### config.mk
export PLATFORM = sky130hd
export DESIGN_NAME = colmix_top
export DESIGN_NICKNAME = d
export VERILOG_FILES = /design/src/verilog/video_pkg.sv /design/src/verilog/cpu_bus_pkg.sv /design/src/verilog/layer_prio.sv /design/src/verilog/blank_delay.sv /design/src/verilog/pal_ram.sv /design/src/verilog/pal_write.sv /design/src/verilog/colmix_top.sv
export VERILOG_INCLUDE_DIRS = /design/src /design/src/include
export SDC_FILE = /design/constraint.sdc
export NUM_CORES = 2
export LEC_CHECK = 0
export BUFFER_PORTS_ARGS = -buffer_cell sky130_fd_sc_hd__buf_2
export CAP_MARGIN = 10
export CORE_MARGIN = 1
export CORE_UTILIZATION = 40
export CTS_BUF_LIST = sky130_fd_sc_hd__clkbuf_8
export DETAILED_ROUTE_END_ITERATION = 10
export PLACE_DENSITY_LB_ADDON = 0.05
export SLEW_MARGIN = 20
export SYNTH_ARGS = -nofsm -noshare
export SYNTH_HDL_FRONTEND = slang
export SYNTH_SLANG_ARGS = --single-unit
### constraint.sdc
create_clock -name clk -period 4.6 [get_ports clk]
set_clock_uncertainty 0.2 [all_clocks]
set_input_delay 1.15 -clock clk [delete_from_list [all_inputs] [get_ports clk]]
set_output_delay 1.15 -clock clk [all_outputs]
set_load 0.005 [all_outputs]
### src/include/colmix_macros.svh
// colour mixer widths, layer code sizes, blank pipeline depth and object palette bank
`ifndef COLMIX_MACROS_SVH
`define COLMIX_MACROS_SVH

// palette index, addresses all 256 colour entries
`define PAL_AW 8

// character and object pixel codes, 2 bits colour + 4 bits palette
`define CODE_W 6

// scroll pixel, top bit is the window flag
`define SCR_W 7

// colour nibble per channel
`define COL_W 4

// blanking delay in pixel enables, matches prio + palette latency
`define BLANK_STAGES 2

// objects live in the second quarter of the palette
`define OBJ_BANK 2'b01

`endif

### src/verilog/video_pkg.sv
// pixel side types for the colour mixer: layer pixels, blanking, colour and enables
`include "colmix_macros.svh"

package video_pkg;

    // one pixel from each of the three layer generators
    typedef struct packed {
        logic [`CODE_W-1:0] char_pxl;   // low 2 bits == 3 means transparent
        logic [`SCR_W-1:0]  scr_pxl;    // msb is window flag
        logic [`CODE_W-1:0] obj_pxl;    // low 4 bits all ones = blank
    } layer_pxl_t;

    // blanking flags, both active high
    typedef struct packed {
        logic hblank;
        logic vblank;
    } blank_t;

    // 12-bit output colour
    typedef struct packed {
        logic [`COL_W-1:0] red;
        logic [`COL_W-1:0] green;
        logic [`COL_W-1:0] blue;
    } rgb_t;

    // debug layer enables, static during a frame
    typedef struct packed {
        logic char_en;
        logic scr_en;
        logic obj_en;
    } layer_en_t;

    // red/green palette RAM word
    typedef struct packed {
        logic [`COL_W-1:0] red;
        logic [`COL_W-1:0] green;
    } rg_t;

endpackage

### src/verilog/cpu_bus_pkg.sv
// cpu side types for palette RAM writes
`include "colmix_macros.svh"

package cpu_bus_pkg;

    // which palette RAM a write goes to
    typedef enum logic {
        chan_rg = 1'b0,     // red/green byte
        chan_b  = 1'b1      // blue nibble, low half of data
    } pal_chan_t;

    // one palette write request, held by the cpu until accepted
    typedef struct packed {
        logic [`PAL_AW-1:0] addr;
        pal_chan_t          chan;
        logic [7:0]         data;   // blue uses data[3:0] only
    } pal_wr_t;

endpackage

### src/verilog/layer_prio.sv
// layer priority selector, picks char, object or scroll per pixel and registers the palette index
`timescale 1ns/10ps
`include "colmix_macros.svh"

module layer_prio (
    input  logic                   clk,
    input  logic                   rst,
    input  logic                   pxl_cen,
    input  video_pkg::layer_pxl_t  layers,
    input  video_pkg::layer_en_t   layer_en,
    output logic [`PAL_AW-1:0]     pal_idx
);

    logic               char_opq;   // char pixel not transparent
    logic               obj_opq;    // object pixel not blank
    logic               scr_lift;   // window scroll pixel goes above objects
    logic [`PAL_AW-1:0] scr_idx;
    logic [`PAL_AW-1:0] nxt_idx;

    assign char_opq = layers.char_pxl[1:0] != 2'b11;   // colour 3 is see-through
    assign obj_opq  = ~&layers.obj_pxl[3:0];

    // window bit only lifts scroll colours other than 0 and 6
    assign scr_lift = layers.scr_pxl[`SCR_W-1]
                   && (layers.scr_pxl[2:0] != 3'd0)
                   && (layers.scr_pxl[2:0] != 3'd6);

    // scroll occupies the bottom 64 entries, disabled scroll reads entry 255
    assign scr_idx = layer_en.scr_en ? {2'b00, layers.scr_pxl[`SCR_W-2:0]} : '1;

    always_comb begin
        if (char_opq && layer_en.char_en) begin
            nxt_idx = {2'b11, layers.char_pxl};     // chars on top bank
        end else if (layer_en.obj_en && obj_opq && !scr_lift) begin
            nxt_idx = {`OBJ_BANK, layers.obj_pxl};
        end else begin
            nxt_idx = scr_idx;                      // scroll, or 255 when off
        end
    end

    // index changes only at pixel rate
    always_ff @(posedge clk) begin
        if (rst) begin
            pal_idx <= '0;
        end else if (pxl_cen) begin
            pal_idx <= nxt_idx;
        end
    end

endmodule

### src/verilog/blank_delay.sv
// blanking flag shift register, lines hblank/vblank up with the colour pipeline
`timescale 1ns/10ps
`include "colmix_macros.svh"

module blank_delay (
    input  logic               clk,
    input  logic               rst,
    input  logic               pxl_cen,
    input  video_pkg::blank_t  blank_in,
    output video_pkg::blank_t  blank_first,    // first stage, same pixel as the palette index
    output video_pkg::blank_t  blank_out,      // last stage, same pixel as rgb
    output logic               vblank_now
);

    import video_pkg::*;

    blank_t sh [`BLANK_STAGES];

    always_ff @(posedge clk) begin
        if (rst) begin
            for (int i = 0; i < `BLANK_STAGES; i++) begin
                sh[i] <= '1;    // blanked until the pipe fills
            end
        end else if (pxl_cen) begin
            sh[0] <= blank_in;
            for (int i = 1; i < `BLANK_STAGES; i++) begin
                sh[i] <= sh[i-1];
            end
        end
    end

    assign blank_first = sh[0];
    assign blank_out   = sh[`BLANK_STAGES-1];
    assign vblank_now  = sh[0].vblank;     // opens the cpu write window

endmodule

### src/verilog/pal_ram.sv
// dual-port palette RAM, one write port and a read port registered every clock
`timescale 1ns/10ps
`include "colmix_macros.svh"

module pal_ram #(
    parameter type T = logic [7:0]      // payload, rg byte or blue nibble
) (
    input  logic               clk,
    input  logic [`PAL_AW-1:0] rd_addr,
    input  logic [`PAL_AW-1:0] wr_addr,
    input  logic               we,
    input  T                   wr_data,
    output T                   rd_data
);

    T mem [1 << `PAL_AW];   // contents undefined until the cpu fills them

    // write side, cpu clocked
    always_ff @(posedge clk) begin
        if (we) begin
            mem[wr_addr] <= wr_data;
        end
    end

    // read every clock so data settles between pixel enables
    always_ff @(posedge clk) begin
        rd_data <= mem[rd_addr];
    end

endmodule

### src/verilog/pal_write.sv
// cpu palette write port, valid/ready, accepts only in vertical blank and steers to rg or blue RAM
`timescale 1ns/10ps
`include "colmix_macros.svh"

module pal_write (
    input  logic                  clk,
    input  logic                  rst,
    input  logic                  vblank_now,
    input  cpu_bus_pkg::pal_wr_t  wr_req,
    input  logic                  wr_valid,
    output logic                  wr_ready,
    output logic [`PAL_AW-1:0]    wr_addr,
    output logic                  rg_we,
    output video_pkg::rg_t        rg_data,
    output logic                  b_we,
    output logic [`COL_W-1:0]     b_data
);

    import cpu_bus_pkg::*;

    logic acc_q;    // a request was taken on the last edge
    logic hs;       // handshake this clock

    // ready follows the latched vblank, dropped for one clock after each accept
    // so a request still held on the accepting edge is not written twice
    assign wr_ready = vblank_now && !acc_q;
    assign hs       = wr_valid && wr_ready;

    always_ff @(posedge clk) begin
        if (rst) begin
            acc_q <= 1'b1;      // keeps ready low through reset
        end else begin
            acc_q <= hs;
        end
    end

    assign wr_addr = wr_req.addr;  // shared by both RAMs

    // exactly one RAM sees the write
    assign rg_we = hs && (wr_req.chan == chan_rg);
    assign b_we  = hs && (wr_req.chan == chan_b);

    assign rg_data = wr_req.data;             // red high nibble, green low
    assign b_data  = wr_req.data[`COL_W-1:0]; // blue always from the low nibble

endmodule

### src/verilog/colmix_top.sv
// colour mixer top, layer priority into palette RAMs with blank-aligned registered colour out
`timescale 1ns/10ps
`include "colmix_macros.svh"

module colmix_top (
    input  logic                   clk,
    input  logic                   rst,
    input  logic                   pxl_cen,
    input  video_pkg::layer_pxl_t  layers,
    input  video_pkg::layer_en_t   layer_en,
    input  video_pkg::blank_t      blank_in,
    input  cpu_bus_pkg::pal_wr_t   wr_req,
    input  logic                   wr_valid,
    output logic                   wr_ready,
    output video_pkg::rgb_t        rgb,
    output video_pkg::blank_t      blank_out
);

    import video_pkg::*;

    logic [`PAL_AW-1:0] pal_idx;    // registered at pixel edge n
    logic [`PAL_AW-1:0] wr_addr;
    logic               rg_we;
    logic               b_we;
    rg_t                rg_data;
    logic [`COL_W-1:0]  b_data;
    rg_t                rg_q;       // valid one clock after pal_idx
    logic [`COL_W-1:0]  b_q;
    blank_t             blank_first;
    logic               vblank_now;

    layer_prio u_prio (
        .clk      (clk),
        .rst      (rst),
        .pxl_cen  (pxl_cen),
        .layers   (layers),
        .layer_en (layer_en),
        .pal_idx  (pal_idx)
    );

    blank_delay u_blank (
        .clk         (clk),
        .rst         (rst),
        .pxl_cen     (pxl_cen),
        .blank_in    (blank_in),
        .blank_first (blank_first),
        .blank_out   (blank_out),
        .vblank_now  (vblank_now)
    );

    pal_write u_wr (
        .clk        (clk),
        .rst        (rst),
        .vblank_now (vblank_now),
        .wr_req     (wr_req),
        .wr_valid   (wr_valid),
        .wr_ready   (wr_ready),
        .wr_addr    (wr_addr),
        .rg_we      (rg_we),
        .rg_data    (rg_data),
        .b_we       (b_we),
        .b_data     (b_data)
    );

    // red/green byte per palette entry
    pal_ram #(.T(rg_t)) u_rg_ram (
        .clk     (clk),
        .rd_addr (pal_idx),
        .wr_addr (wr_addr),
        .we      (rg_we),
        .wr_data (rg_data),
        .rd_data (rg_q)
    );

    // blue nibble per palette entry
    pal_ram #(.T(logic [`COL_W-1:0])) u_b_ram (
        .clk     (clk),
        .rd_addr (pal_idx),
        .wr_addr (wr_addr),
        .we      (b_we),
        .wr_data (b_data),
        .rd_data (b_q)
    );

    // output colour at pixel edge n+1, black while the pixel's blank is set
    // blank_first holds that pixel's flags here, they move to blank_out on the same edge
    always_ff @(posedge clk) begin
        if (rst) begin
            rgb <= '0;
        end else if (pxl_cen) begin
            if (blank_first.hblank || blank_first.vblank) begin
                rgb <= '0;
            end else begin
                rgb <= {rg_q.red, rg_q.green, b_q};
            end
        end
    end

endmodule

==> results.py <==
metrics = {
    "run_status": {
        "outcome": "complete, no violations",
    },
    "placed_design": {
        "place_hpwl_mm": 221.2,
        "portBuffers": 59,
        "gp_congestion": 0.8096,
        "pre_cts_slack_ns": 0.05358,
        "dp.cells": 10130,
    },
    "worst_hold_path": {
        "min_path_type": "in -> reg",
    },
    "floorplan": {
        "fp.dieH_um": 551.3,
        "rows": 201,
        "ios": 60,
        "initial_core_util_pct": 40.23,
        "die_x_um": 551.3,
        "die-area_mm2": 0.3040,
        "core_area_mm2": 0.3000,
    },
    "final_layout": {
        "final_cells": 11090,
        "final_nets": 6762,
        "final_layout_size_suffix_gt1_share_pct": 29.29,
        "area_growth_pct": 15.58,
        "fillCellCount": 25390,
    },
    "detailed_routing": {
        "wl_per_cell_um": 31.85,
        "drtAntennaViolNets": 0,
        "totalWireLength_mm": 353.1,
        "vias": 62090,
        "avgViaCountPerCell": 5.601,
        "drt_iter0_drc": 5906,
        "first_pass_iters": 5,
        "route.detailed.drc": 0,
    },
    "clock_tree": {
        "cts_sinks": 3109,
        "numCtsBuffers": 544,
        "clock_latency_ns": 1.14,
        "cts_tree": "done",
        "post_cts_buffers": 0,
        "cts_root_buffer": "clkbuf_8",
        "cts-htree-levels": 6,
        "cts_buffer_depth": 4,
        "cts.clk_slew.worst_paths_ns": 0.06,
    },
    "critical_path": {
        "required_ns": 5.17,
        "critPathMaxFanout": 16,
        "cp-end-kind": "flop",
        "cp.arrival_ns": 5.05,
        "critPathKind": "reg -> reg",
        "start_kind": "flop",
    },
    "logic_synthesis": {
        "yosysUniqueCellTypes": 66,
        "synthArstFlopShare_pct": 0,
        "yosys.area.top_type": "edfxtp_1",
        "yosysMostFrequentCell": "edfxtp_1",
        "syn_area_mm2": 0.1207,
        "syn_inst": 5868,
        "synth_ff_type": "edfxtp_1",
        "synth_seq_area_share_pct": 77.07,
        "synth_top_area_share_pct": 76.52,
        "synth_common_cells": "edfxtp_1, mux4_2, nor2_1, a22oi_1, a21oi_1",
        "syn_nets": 5913,
        "synth.area.top_cells": "edfxtp_1, mux4_2, nor2_1",
        "synth_edf_count": 3076,
        "synth.avg_cell_area_um2": 20.57,
        "synth.ff_latch_count": 3109,
        "yosysWarnings": 0,
    },
    "grt": {
        "grt_pass1_vias": 64480,
        "grt_pass1_wl_mm": 497.2,
        "grtUsageTotal_pct": 23.19,
        "grt_max_degree": 116,
        "gr-total-overflow": 0,
        "antenna_found_initial": 31,
    },
    "timing": {
        "fmax_mhz": 223.0,
        "final.period_utilization_pct": 97.47,
        "finalHoldViolCount": 0,
        "report.final.slew_viol_count": 0,
        "setup_viol": 0,
        "layout_setup_ws_ns": 0.1165,
        "grt_setup_unrepaired": "no",
        "fin_crit_ns": 4.483,
        "tightest_slew_ns": 1.279,
        "timing.hold.ws_ns": 0.1676,
        "slew-limit-headroom_pct": 14.17,
    },
    "run": {
        "maxCapViolations": 0,
    },
    "power_and_ir_drop": {
        "p_per_area_mw_per_mm2": 421.1,
        "design_power_total_uw": 58750,
        "ir_drop_mv": 0.2416,
        "leakage_uw": 0.04399,
    },
}
## worst max-delay path, stage by stage, from the launching register on
cell      delay, ns
edfxtp_1       0.53
nor2b_1        0.47
nand3_1        0.59
nor2_1         0.92
nand2_1        0.78
nor2_1         0.58
## sequential cells by signal (all words and copies together), names as in the netlist
name	count
u_wr.acc_q	1
u_rg_ram.rd_data	8
u_b_ram.rd_data	4
u_b_ram.mem	1024
rgb	12
u_rg_ram.mem	2048
u_blank.sh	4
u_prio.pal_idx	8
## layer usage
| layer | GRT usage, % | part of all wire, % | vias to the layer above |
|---|---|---|---|
| met5 | 0 | 0 | - |
| met4 | 5.586 | 2.0 | 0 |
| met3 | 3.660 | 5.6 | 414 |
| met2 | 36.89 | 47 | 2055 |
| met1 | 33.58 | 45 | 33420 |
| li1 | - | - | 26200 |
## power by group
group | leakage (uW) | total, uW | switching, uW | internal (uW)
clock network | 0.00556 | 23200 | 11500 | 11700
registers | 0.0279 | 31300 | 118 | 31200
logic | 0.0105 | 4280 | 2700 | 1580
## kinds of logic after synthesis
kind of cell / share of synthesized area, %
buffers and inverters: 1.961
AND/OR/NAND/NOR: 2.939
XOR/XNOR: 0.007257
multiplexers: 14.06
flip-flops: 77.07
AO/OA/AOI/OAI: 3.967
## through the flow
stage | cell area [um2] | util (%) | setup TNS [ns]
finish | 139500 | 46.50 | 0
global route | 139500 | 46.50 | 0
CTS | 139500 | 46.49 | 0
global placement | 129700 | 43.24 | -0.03795
floorplan | 120700 | - | 0
detailed placement | 129800 | 43.25 | 0
## worst paths after layout
check	start	slack [ns]	to	cells past startpoint
setup / recovery	u_blank.sh[0][0]	0.12	u_b_ram.mem[247][3]	5
hold / removal	wr_valid	0.17	u_wr.acc_q	3
setup reg to reg	u_blank.sh[0][0]	0.12	u_b_ram.mem[247][3]	5
hold reg to reg	u_rg_ram.rd_data[0]	0.24	rgb[4]	1
## layout by cell type, fill, tap and decap left out, types with 28 or more instances in the layout
master	instances
a21oi_1	162
a22o_1	35
a22oi_1	261
buf_12	86
buf_2	52
buf_4	538
clkbuf_8	555
clkinv_1	130
clkinv_2	44
dfxtp_1	28
edfxtp_1	3076
inv_1	168
mux2i_1	159
mux4_2	646
nand2_1	82
nor2_1	577
nor3_1	43
o21ai_0	34
o221ai_1	32
o22ai_1	44
## final cells by class
type	count	area (um2)	area share [%]
inverter	5	18.77	0.01345
tap	3958	4952	3.550
sequential	3109	93050	66.69
clock buffer	555	7639	5.475
multi-input combinational	2369	25620	18.36
timing repair buffer	688	6181	4.430
clock inverter	395	2052	1.471
antenna	6	15.01	0.01076
## timing repair
item / 4_1_cts / 5_1_grt
gates resized for setup: 0 / 0
hold buffers: 4 / 0
hold endpoints to repair: 4 / 0
(Power assumes the default switching activity.)
